### src/verilog/pwrCtrl_settings.svh
// One power domain only. Address 3 is reserved and the settle count replaces power-good sensing
`ifndef PWRCTRL_SETTINGS_SVH
`define PWRCTRL_SETTINGS_SVH

// ------------------------------------------------------------
// Register port widths
// ------------------------------------------------------------

// Register data width
`define PWR_DATA_W 8

// Register address width
`define PWR_ADDR_W 2

// ------------------------------------------------------------
// Register map
// ------------------------------------------------------------

// Control register, bit 0 requests low power
`define PWR_ADDR_CTRL 2'd0
// Status register, bit 0 set during a low-power cycle
`define PWR_ADDR_STATUS 2'd1
// Settle wait in cycles after the second switch turns on
`define PWR_ADDR_SETTLE 2'd2

// Settle register reset value and counter width
`define PWR_SETTLE_DEFAULT 8'd28
`define PWR_SETTLE_W `PWR_DATA_W

`endif

### src/verilog/pwrCtrlPkg.sv
// Types for a single switchable domain. Widths come from pwrCtrl_settings.svh
`default_nettype none

package pwrCtrlPkg;

  `include "pwrCtrl_settings.svh"

  // Register port vectors
  typedef logic [`PWR_DATA_W-1:0] regData;
  typedef logic [`PWR_ADDR_W-1:0] regAddr;

  // Settling wait, loaded into the switch driver counter
  typedef logic [`PWR_SETTLE_W-1:0] settleCnt;

  // Request channel payload
  typedef struct packed {
    logic   write;
    regAddr addr;
    regData wdata;
  } regReq;

  // Response channel payload
  // Writes return the new register value
  typedef struct packed {
    regData rdata;
  } regRsp;

  // Controls for the switchable domain
  typedef struct packed {
    logic gateClk;
    logic isolate;
    logic rstnNonRet;
    logic saveEdge;
    logic restoreEdge;
    logic pwr1On;
    logic pwr2On;
  } domainCtrl;

  // Power-shutoff sequencer states
  typedef enum logic [3:0] {
    Idle, ClkOff, WaitGate, Isolate, SaveEdge, PrePwrOff, PwrOff,
    PwrUp, RestoreEdge, WaitRestore, DeIsolate, ClkOn, WaitClk, RstClear
  } seqState;

endpackage

`default_nettype wire

### src/verilog/pwrCtrlTop.sv
// One switchable domain. pwr1On and pwr2On in dom come from the switch driver
`timescale 1ns/1ps
`default_nettype none

module pwrCtrlTop
  import pwrCtrlPkg::*;
(
  input  logic      pclk5,
  input  logic      nprst5,
  input  logic      reqValid,
  input  regReq     req,
  output logic      reqReady,
  output logic      rspValid,
  output regRsp     rsp,
  input  logic      rspReady,
  output domainCtrl dom
);

  // ------------------------------------------------------------
  // Internal connections
  // ------------------------------------------------------------
  logic      l1Req;
  logic      setStatus;
  logic      clrStatus;
  logic      powerDown;
  logic      powerGood;
  logic      pwr1On;
  logic      pwr2On;
  settleCnt  settle;
  domainCtrl seqCtrl;

  // Software register port
  pwrReqRegs regs (
    .pclk5     (pclk5),
    .nprst5    (nprst5),
    .reqValid  (reqValid),
    .req       (req),
    .reqReady  (reqReady),
    .rspValid  (rspValid),
    .rsp       (rsp),
    .rspReady  (rspReady),
    .setStatus (setStatus),
    .clrStatus (clrStatus),
    .l1Req     (l1Req),
    .settle    (settle)
  );

  // Power-shutoff sequencer
  pwrSeqFsm seq (
    .pclk5     (pclk5),
    .nprst5    (nprst5),
    .l1Req     (l1Req),
    .powerGood (powerGood),
    .powerDown (powerDown),
    .setStatus (setStatus),
    .clrStatus (clrStatus),
    .ctrl      (seqCtrl)
  );

  // Power switch staggering and settle wait
  pwrSwitchDrv sw (
    .pclk5     (pclk5),
    .nprst5    (nprst5),
    .powerDown (powerDown),
    .settle    (settle),
    .pwr1On    (pwr1On),
    .pwr2On    (pwr2On),
    .powerGood (powerGood)
  );

  // Sequencer controls with the real switch enables
  assign dom = '{gateClk:     seqCtrl.gateClk,
                 isolate:     seqCtrl.isolate,
                 rstnNonRet:  seqCtrl.rstnNonRet,
                 saveEdge:    seqCtrl.saveEdge,
                 restoreEdge: seqCtrl.restoreEdge,
                 pwr1On:      pwr1On,
                 pwr2On:      pwr2On};

endmodule

`default_nettype wire

### src/verilog/pwrReqRegs.sv
// One request in flight. Address 3 reads zero, STATUS ignores writes, only CTRL bit 0 is stored
`timescale 1ns/1ps
`default_nettype none

`include "pwrCtrl_settings.svh"

module pwrReqRegs
  import pwrCtrlPkg::*;
(
  input  logic     pclk5,
  input  logic     nprst5,
  input  logic     reqValid,
  input  regReq    req,
  output logic     reqReady,
  output logic     rspValid,
  output regRsp    rsp,
  input  logic     rspReady,
  input  logic     setStatus,
  input  logic     clrStatus,
  output logic     l1Req,
  output settleCnt settle
);

  logic     accept;
  logic     ctrlBit;
  logic     ctrlNext;
  logic     statusBit;
  logic     statusNext;
  settleCnt settleReg;
  settleCnt settleNext;
  regData   rdNext;

  // Back-pressure, no new request while a response waits
  assign reqReady = ~rspValid;
  assign accept   = reqValid & reqReady;

  // ------------------------------------------------------------
  // Next register values
  // ------------------------------------------------------------
  always_comb
  begin
    ctrlNext   = ctrlBit;
    settleNext = settleReg;
    if (accept && req.write)
    begin
      case (req.addr)
        `PWR_ADDR_CTRL:   ctrlNext = req.wdata[0];
        `PWR_ADDR_SETTLE: settleNext = req.wdata;
        default:          ;
      endcase
    end
  end

  // Clear wins, the strobes never overlap anyway
  always_comb
  begin
    if (clrStatus)
      statusNext = 1'b0;
    else if (setStatus)
      statusNext = 1'b1;
    else
      statusNext = statusBit;
  end

  // Read data taken from next values so a write returns what it wrote
  always_comb
  begin
    case (req.addr)
      `PWR_ADDR_CTRL:   rdNext = {{(`PWR_DATA_W-1){1'b0}}, ctrlNext};
      `PWR_ADDR_STATUS: rdNext = {{(`PWR_DATA_W-1){1'b0}}, statusNext};
      `PWR_ADDR_SETTLE: rdNext = settleNext;
      default:          rdNext = '0;
    endcase
  end

  // ------------------------------------------------------------
  // Registers and response handshake
  // ------------------------------------------------------------
  always_ff @(posedge pclk5 or negedge nprst5)
  begin
    if (!nprst5)
    begin
      ctrlBit   <= 1'b0;
      statusBit <= 1'b0;
      settleReg <= `PWR_SETTLE_DEFAULT;
      rspValid  <= 1'b0;
    end
    else
    begin
      ctrlBit   <= ctrlNext;
      statusBit <= statusNext;
      settleReg <= settleNext;
      // Valid holds until the response is taken
      if (accept)
        rspValid <= 1'b1;
      else if (rspReady)
        rspValid <= 1'b0;
    end
  end

  // Response payload, stable while held
  always_ff @(posedge pclk5)
  begin
    if (accept)
      rsp <= '{rdata: rdNext};
  end

  assign l1Req  = ctrlBit;
  assign settle = settleReg;

endmodule

`default_nettype wire

### src/verilog/pwrSeqFsm.sv
// Waits only in Idle, PwrOff and PwrUp. A cleared request is only acted on once PwrOff is reached
`timescale 1ns/1ps
`default_nettype none

module pwrSeqFsm
  import pwrCtrlPkg::*;
(
  input  logic      pclk5,
  input  logic      nprst5,
  input  logic      l1Req,
  input  logic      powerGood,
  output logic      powerDown,
  output logic      setStatus,
  output logic      clrStatus,
  output domainCtrl ctrl
);

  seqState state;
  seqState nextState;

  // Registered domain controls
  logic gateClkQ;
  logic isolateQ;
  logic rstnNonRetQ;
  logic saveEdgeQ;
  logic restoreEdgeQ;

  // ------------------------------------------------------------
  // Next state
  // ------------------------------------------------------------
  always_comb
  begin
    nextState = state;
    case (state)
      // Start power-down once software asks for it
      Idle:
        if (l1Req)
          nextState = ClkOff;
      ClkOff:
        nextState = WaitGate;
      // One cycle for the clock gate to settle
      WaitGate:
        nextState = Isolate;
      Isolate:
        nextState = SaveEdge;
      SaveEdge:
        nextState = PrePwrOff;
      PrePwrOff:
        nextState = PwrOff;
      // Stay off until the request bit is cleared
      PwrOff:
        if (!l1Req)
          nextState = PwrUp;
      // Switch driver staggers the switches and counts settle
      PwrUp:
        if (powerGood)
          nextState = RestoreEdge;
      RestoreEdge:
        nextState = WaitRestore;
      WaitRestore:
        nextState = DeIsolate;
      DeIsolate:
        nextState = ClkOn;
      // Clock runs a cycle before reset is released
      ClkOn:
        nextState = WaitClk;
      WaitClk:
        nextState = RstClear;
      RstClear:
        nextState = Idle;
      default:
        nextState = Idle;
    endcase
  end

  always_ff @(posedge pclk5 or negedge nprst5)
  begin
    if (!nprst5)
      state <= Idle;
    else
      state <= nextState;
  end

  // ------------------------------------------------------------
  // Domain controls, registered from next state
  // ------------------------------------------------------------
  always_ff @(posedge pclk5 or negedge nprst5)
  begin
    if (!nprst5)
    begin
      gateClkQ     <= 1'b0;
      isolateQ     <= 1'b0;
      rstnNonRetQ  <= 1'b1;
      saveEdgeQ    <= 1'b0;
      restoreEdgeQ <= 1'b0;
    end
    else
    begin
      // Clock stays gated from ClkOff until ClkOn
      gateClkQ    <= !(nextState inside {Idle, ClkOn, WaitClk, RstClear});
      isolateQ    <= nextState inside {Isolate, SaveEdge, PrePwrOff, PwrOff,
                                       PwrUp, RestoreEdge, WaitRestore};
      // Non-retention flops held in reset from power-off to RstClear
      rstnNonRetQ <= !(nextState inside {PwrOff, PwrUp, RestoreEdge, WaitRestore,
                                         DeIsolate, ClkOn, WaitClk});
      // Single-cycle retention pulses
      saveEdgeQ    <= (nextState == SaveEdge);
      restoreEdgeQ <= (nextState == RestoreEdge);
    end
  end

  // Switch driver follows this level
  assign powerDown = (nextState == PwrOff);

  // Status strobes
  assign setStatus = (state == Idle) && (nextState == ClkOff);
  assign clrStatus = (state == RstClear);

  // Switch enables come from the switch driver at the top level
  assign ctrl = '{gateClk:     gateClkQ,
                  isolate:     isolateQ,
                  rstnNonRet:  rstnNonRetQ,
                  saveEdge:    saveEdgeQ,
                  restoreEdge: restoreEdgeQ,
                  pwr1On:      1'b1,
                  pwr2On:      1'b1};

endmodule

`default_nettype wire

### src/verilog/pwrSwitchDrv.sv
// Settle is sampled when pwr2On rises, later writes apply to the next wake only
`timescale 1ns/1ps
`default_nettype none

module pwrSwitchDrv
  import pwrCtrlPkg::*;
(
  input  logic     pclk5,
  input  logic     nprst5,
  input  logic     powerDown,
  input  settleCnt settle,
  output logic     pwr1On,
  output logic     pwr2On,
  output logic     powerGood
);

  settleCnt cnt;
  logic     settling;
  logic     pwr2Rise;

  // Both switches off together, second one back a cycle after the first
  always_ff @(posedge pclk5 or negedge nprst5)
  begin
    if (!nprst5)
    begin
      pwr1On <= 1'b1;
      pwr2On <= 1'b1;
    end
    else
    begin
      pwr1On <= ~powerDown;
      pwr2On <= pwr1On & ~powerDown;
    end
  end

  // Edge on which pwr2On turns on
  assign pwr2Rise = pwr1On & ~pwr2On & ~powerDown;

  // Settle countdown, stands in for analog power-good
  always_ff @(posedge pclk5 or negedge nprst5)
  begin
    if (!nprst5)
    begin
      settling <= 1'b0;
      cnt      <= '0;
    end
    else if (powerDown)
      settling <= 1'b0;
    else if (pwr2Rise)
    begin
      settling <= 1'b1;
      cnt      <= settle;
    end
    else if (settling)
    begin
      if (cnt == '0)
        settling <= 1'b0;
      else
        cnt <= cnt - settleCnt'(1);
    end
  end

  // One-cycle strobe, settle cycles after pwr2On rises
  assign powerGood = settling & (cnt == '0);

endmodule

`default_nettype wire
### config.mk
export PLATFORM = sky130hd
export DESIGN_NAME = pwrCtrlTop
export DESIGN_NICKNAME = d
export VERILOG_FILES = /design/src/verilog/pwrCtrlPkg.sv /design/src/verilog/pwrCtrlTop.sv /design/src/verilog/pwrReqRegs.sv /design/src/verilog/pwrSeqFsm.sv /design/src/verilog/pwrSwitchDrv.sv
export VERILOG_INCLUDE_DIRS = /design/src /design/src/verilog
export SDC_FILE = /design/constraint.sdc
export NUM_CORES = 1
export LEC_CHECK = 0
export BUFFER_PORTS_ARGS = -buffer_cell sky130_fd_sc_hd__buf_4
export CORE_UTILIZATION = 30
export DETAILED_ROUTE_END_ITERATION = 12
export MAX_ROUTING_LAYER = met4
export PLACE_DENSITY = 0.49
export SETUP_SLACK_MARGIN = 0.15
export SLEW_MARGIN = 20
export SYNTH_ARGS = -nofsm -noshare
export SYNTH_HDL_FRONTEND = slang
export SYNTH_SLANG_ARGS = --single-unit
### constraint.sdc
create_clock -name pclk5 -period 2.2 [get_ports pclk5]
set_input_delay 0.22 -clock pclk5 [delete_from_list [all_inputs] [get_ports pclk5]]
set_output_delay 0.22 -clock pclk5 [all_outputs]
set_load 0.005 [all_outputs]
# --- Yosys cells after proc, flatten, opt, wreduce, memory -nomap -nowiden ---
# Cells that the tools add are included.
totals:
  in_bits: 15
  register_bits: 39
  out_inout_bits: 17
op_classes:
  eq_ne: 28
  bitwise: 8
  n_addsub: 1
  n_mux: 20
  reduce_logical: 14
ops:
  columns: ["op", "count"]
  rows:
  - ["4-bit case mux with 13 select lines", 1]
  - ["4-bit equality test (second input constant)", 12]
  - ["8-bit two-way mux", 5]
  - ["4-bit by 3-bit equality test with 1-bit output (second input constant)", 8]
  - ["8-bit case mux with 3 select lines", 1]
  - ["7-bit nonzero test", 2]
  - ["4-bit by 2-bit equality test with 1-bit output (second input constant)", 3]
  - ["4-bit two-way mux", 3]
  - ["1-bit two-way mux", 10]
  - ["4-bit by 1-bit equality test with 1-bit output (second input constant)", 2]
  - ["4-bit zero test", 2]
  - ["8-bit zero test", 1]
  - ["8-bit by 1-bit subtractor with 8-bit output (second input constant)", 1]
  - ["1-bit AND", 5]
  - ["2-bit nonzero test", 2]
  - ["4-bit nonzero test", 1]
  - ["1-bit inverter", 3]
  - ["3-bit AND reduction", 1]
  - ["2-bit by 1-bit equality test with 1-bit output (second input constant)", 1]
  - ["2-bit equality test (second input constant)", 1]
  - ["1-bit logical AND", 2]
  - ["1-bit zero test", 2]
  - ["2-bit zero test", 1]
  - ["2-bit by 1-bit inequality test with 1-bit output (second input constant)", 1]

# --- Logic depth before layout (Yosys ltp) ---
logic_depth:
  ltp_word: 9
  depth_mapped: 7

# --- Hierarchy ---
# A second synthesis with hierarchy kept.
unflattened:
  cells_unflattened: 186
  hier_area_um2: 2057.0
modules_own_cells:
  columns: ["module", "n_inst", "seq_area_each_um2", "area_per_inst_um2", "cells_per_inst"]
  rows:
  - ["pwrReqRegs", 1, 519.2, 900.9, 67]
  - ["pwrSwitchDrv", 1, 277.8, 601.8, 61]
  - ["pwrSeqFsm", 1, 226.5, 539.3, 56]
  - ["pwrCtrlTop", 1, 0.0, 15.0, 2]

# --- Least setup slack after synthesis ---
# OpenSTA, ideal clock, no wires.
synth_timing:
  path_kind: "reg-to-reg"
  start: "reg regs.rspValid"
  end: "reg regs.ctrlBit, in the netlist regs.l1Req"
  required_ns: 2.072
  t_arrival_ns: 1.507
  setup_time_ns: 0.128
  stages_incl_launch_ff: 7
  path_buffers: 2
  period_less_slack_ns: 1.635
  setup_slack_ns: 0.565
  path_cell_list: "dfrtp_1 > nor2b_1 > buf_2 > nand2_2 > buf_2 > nor3_1 > mux2_1"
synth_via:
  elab_chain_cells: 4
synth_lines:
  columns: ["item", "line", "text"]
  rows:
  - ["from (decl)", "pwrReqRegs.sv:15", "output logic rspValid,"]
  - ["from (signal assigned)", "pwrReqRegs.sv:86", "rspValid <= 1'b0;"]
  - ["from (signal assigned)", "pwrReqRegs.sv:95", "rspValid <= 1'b1;"]
  - ["from (signal assigned)", "pwrReqRegs.sv:97", "rspValid <= 1'b0;"]
  - ["1-bit inverter", "pwrReqRegs.sv:34", "assign reqReady = ~rspValid;"]
  - ["1-bit AND", "pwrReqRegs.sv:35", "assign accept = reqValid & reqReady;"]
  - ["net regs.accept", "pwrReqRegs.sv:24", "logic accept;"]
  - ["1-bit logical AND", "pwrReqRegs.sv:44", "if (accept && req.write)"]
  - ["1-bit two-way mux", "pwrReqRegs.sv:44", null]
  - ["net regs.ctrlNext", "pwrReqRegs.sv:26", "logic ctrlNext;"]
  - ["to (signal assigned)", "pwrReqRegs.sv:90", "ctrlBit <= ctrlNext;"]
  - ["to (decl)", "pwrReqRegs.sv:25", "logic ctrlBit;"]
# The timed path passes the listed nets, and every way through them passes these cells.
# A chain may end at the register's enable or synchronous reset.

# --- Final worst setup path ---
layout_timing:
  start: "reg seq.state[0]"
  end: "reg sw.cnt[1]"
layout_via:
  elab_chain_cells: 7
  elab_cells_between_ends: 24
  cone_classes: "eq/ne (14); mux (5); bitwise (2); reduce/logical (3)"
layout_lines:
  columns: ["item", "line", "text"]
  rows:
  - ["from (decl)", "pwrSeqFsm.sv:18", "seqState state;"]
  - ["from (signal assigned)", "pwrSeqFsm.sv:79", "state <= Idle;"]
  - ["from (signal assigned)", "pwrSeqFsm.sv:81", "state <= nextState;"]
  - ["4-bit equality test (tied with other cells)", "pwrSeqFsm.sv:34", "case (state)"]
  - ["4-bit case mux with 13 select lines (*)", "pwrSeqFsm.sv:34", null]
  - ["4-bit by 3-bit equality test with 1-bit output (*)", "pwrSeqFsm.sv:113", "assign powerDown = (nextState == PwrOff);"]
  - ["1-bit inverter (no source line) (*)", null, null]
  - ["1-bit AND", "pwrSwitchDrv.sv:37", "assign pwr2Rise = pwr1On & ~pwr2On & ~powerDown;"]
  - ["2-bit by 1-bit inequality test with 1-bit output (no source line) or 2-bit nonzero test (tied branches)", null, null]
  - ["3-bit AND reduction (no source line)", null, null]
  - ["to (signal assigned)", "pwrSwitchDrv.sv:52", "cnt <= settle;"]
  - ["to (signal assigned)", "pwrSwitchDrv.sv:59", "cnt <= cnt - settleCnt'(1);"]
  - ["to (decl)", "pwrSwitchDrv.sv:17", "settleCnt cnt;"]
# Mark *: on every way between the ends. The rest lies on a longest branch, timed or not.

==> flow_summary.toml <==
[sta]
timing.clock.skew_ns = 0.00942
fmax_mhz = 582
postLayoutSetupSlackWorst_ns = 0.482
finalHoldViolations = 0
maxSlewHeadroom_pct = 73.0
worst-slew-pin-transition_ns = 0.405
worst_hold_slack_ns = 0.0984
finalSetupViolCount = 0
finalCritPeriodShare_pct = 78.1
unrepaired_setup_endpoints_after_global_routing = "false"
summed_negative_setup_slack_over_all_endpoints_ns = 0
timing_max_transition_violations_final = 0
finalWorstPathRequiredPeriod_ns = 1.72

[cts]
cts-root-to-sink-buffers = 2
cts_setup_buffers = 0
cts_resized = 0
cts-hold-fix-buffers = 1
clkSlewWorstSetupHoldPaths_ns = 0.08
worst_skew_pair.late_latency_ns = 0.29
cts.sinks = 39
ctsHtreeMaxLevel = 2
cts-buffers-inserted = 5
clk_root_buffer_cell = "sky130_fd_sc_hd__clkbuf_8"
cts_tree = "yes"

[routing]
postRouteAntennaNets = 0
post-route-drc-count = 0
routed-via-count = 1437
route.final.wire_length_mm = 3.77
drt-initial-drc-count = 48
detailed_router_iteration_count_before_antenna_repair = 4
detail_route.vias_per_cell = 4.92
routedWlPerCell_microns = 12.9

[critical_path]
setup.worst_path.class = "register to register"
critical-path-slowest-cell = "sky130_fd_sc_hd__dfrtp_1"
crit_path_max_fanout = 16
timing.critical_path.arrival_ns = 1.90
worst-endpoint-required_ns = 2.39
crit_path_start_kind = "register"
cpPeakStageDelay_ns = 0.49
critical_path.cell_chain = "nand3b_1 -> a21o_1 -> nand3b_2 -> mux2_2"
setup.worst_path.end_class = "register"

[power_and_ir_drop]
seq_power_share_pct = 45.1
clockPowerShare_pct = 27.9
irDropWorstVdd_v = 0.000370
switching_power_uw = 792
p_int_mw = 1.74
powerDensity_mw_per_mm2 = 1070
power_leakage_nw = 0.993
post-layout-total-power_mw = 2.53
switching_share_pct = 31.3
power_frac_comb_pct = 27.0

[placement]
post-place-cells = 283
buffer_ports.inserted = 31
post-place-ws_ns = 0.483
dpl_cell_area_sq_mm = 0.00222
routabilityCongestion = 0.751
hpwl_mm = 2.71

[synth]
synth_top_area_share_pct = 32.0
yosys.cell_count.top_type = "sky130_fd_sc_hd__dfrtp_1"
synthTopCellsByCount = "sky130_fd_sc_hd__dfrtp_1 (25), sky130_fd_sc_hd__a21oi_1 (20), sky130_fd_sc_hd__nand2_1 (18)"
share_of_flip_flops_with_an_asynchronous_set_or_reset_pct = 79.5
synth-seq-area-share_pct = 52.3
synth_flop_cell = "sky130_fd_sc_hd__dfrtp_1"
syn-num-nets = 203
syn-cell-area_sq_mm = 0.00196
ys_types = 43
post-synth-top-area-cell = "sky130_fd_sc_hd__dfrtp_1"
synth-edff-count = 8
yosys-top-cells-area = "sky130_fd_sc_hd__dfrtp_1 (32%), sky130_fd_sc_hd__edfxtp_1 (12%), sky130_fd_sc_hd__dfstp_2 (8.1%)"
synth_cells = 187
yosysWarningCount = 0
synth-seq-cells = 39
synthesis.area_per_instance_sq_um = 10.5

[run]
maxCapViolCount = 0

[floorplanning]
fp.dieArea_sq_mm = 0.00685
standard_cell_row_count = 29
die_y_microns = 82.8
ioPinCount = 32
die_x_microns = 82.8
initial_core_util_pct = 31.0
core_region_area_sq_mm = 0.00631

[outcome]
status = "finished clean"

[grt]
grt_use_total_pct = 12.3
grt_overflow = 0
first_global_vias = 1307
antenna_found_initial = 0
maximum_number_of_pins_on_one_net_before_global_route_repair = 32
grt.met3_usage_pct = 2.64
grtUsageMet1_pct = 16.1
grt_pass1_wl_mm = 6.16
global_route.usage.met2_pct = 18.7
gr-max-usage-layer = "met2"

[cells_and_area]
layout-drive-gt1-share_pct = 27.4
finish.instance_area_sq_mm = 0.00236
antenna_cells = 0
area_growth_pct = 20.7
fillcell_total = 648
fin_nets = 230
stdcell_count = 292
post-route-util_pct = 37.4

[min_path]
hold_class = "primary input to register"
==> logic make-up after synthesis <==
group	share of synthesized area, %
simple gates	20.7
flops	52.3
compound gates	11.3
buf+inv	6.46
mux	6.84
xor+xnor	1.79
fa+ha+maj	0.639
==> flip-flops by register name (all words and copies together), names as in the netlist <==
register	flops
regs.rspValid	1
seq.restoreEdgeQ	1
seq.rstnNonRetQ	1
regs.statusBit	1
regs.rsp	8
seq.saveEdgeQ	1
sw.settling	1
sw.cnt	8
regs.l1Req	1
seq.gateClkQ	1
seq.isolateQ	1
regs.settle	8
sw.pwr2On	1
seq.state	4
sw.pwr1On	1
==> final timing paths <==
| kind | slack (ns) | cells past startpoint | start | endpoint |
|---|---|---|---|---|
| worst max-delay path | 0.48 | 4 | seq.state[0] | sw.cnt[1] |
| worst min-delay path | 0.1 | 2 | rspReady | regs.rspValid |
| worst max register to register | 0.48 | 4 | seq.state[0] | sw.cnt[1] |
| worst min register to register | 0.51 | 1 | sw.pwr1On | sw.pwr2On |
| max in group asynchronous | 1.46 | 2 | nprst5 | sw.pwr2On |
| min in group asynchronous | 0.41 | 2 | nprst5 | seq.isolateQ |
==> routing by layer <==
metal,wire (microns),part of all wire [%]
met5,0,0
met4,51,1.4
met3,123,3.3
met2,1840,49
met1,1760,47
==> critical path: cells and delay by family (launching register included) <==
| kind | cells | cell delay [ns] |
|---|---|---|
| multiplexers | 1 | 0.37 |
| flip-flops | 1 | 0.49 |
| AND/OR/NAND/NOR | 2 | 0.51 |
| AO/OA/AOI/OAI | 1 | 0.24 |
==> final cells by class <==
| cell class | instances | area [sq um] | area share (%) |
|---|---|---|---|
| Clock buffer | 6 | 72.6 | 3.07 |
| Sequential cell | 39 | 1020 | 43.3 |
| Tap cell | 77 | 96.3 | 4.08 |
| Inverter | 6 | 22.5 | 0.953 |
| Clock inverter | 2 | 60.1 | 2.54 |
| Timing Repair Buffer | 37 | 280 | 11.9 |
| Multi-Input combinational cell | 125 | 807 | 34.2 |
==> layout by cell type, fill, tap and decap left out, types with 4 or more instances in the layout <==
cell type	netlist	layout
sky130_fd_sc_hd__dfrtp_1	25	25
sky130_fd_sc_hd__clkbuf_8	0	5
sky130_fd_sc_hd__dfstp_2	6	6
sky130_fd_sc_hd__nor3_1	6	6
sky130_fd_sc_hd__a21oi_1	20	20
sky130_fd_sc_hd__nand4_1	4	4
sky130_fd_sc_hd__nand2_1	18	18
sky130_fd_sc_hd__nor2_1	13	13
sky130_fd_sc_hd__edfxtp_1	8	8
sky130_fd_sc_hd__nand3_1	8	8
sky130_fd_sc_hd__inv_1	6	6
sky130_fd_sc_hd__buf_4	9	36
sky130_fd_sc_hd__mux2_1	10	10
sky130_fd_sc_hd__o21ai_0	6	6
==> power by group through the flow <==
stage	sequential [mW]	combinational, mW	clock [mW]
CTS	1.14	0.697	0.731
global route	1.17	0.777	0.756
detailed placement	1.16	0.695	0
finish	1.14	0.683	0.706
floorplan	1.09	0.561	0
global placement	1.15	0.693	0
Note: power is estimated with default switching activity, not from simulation.
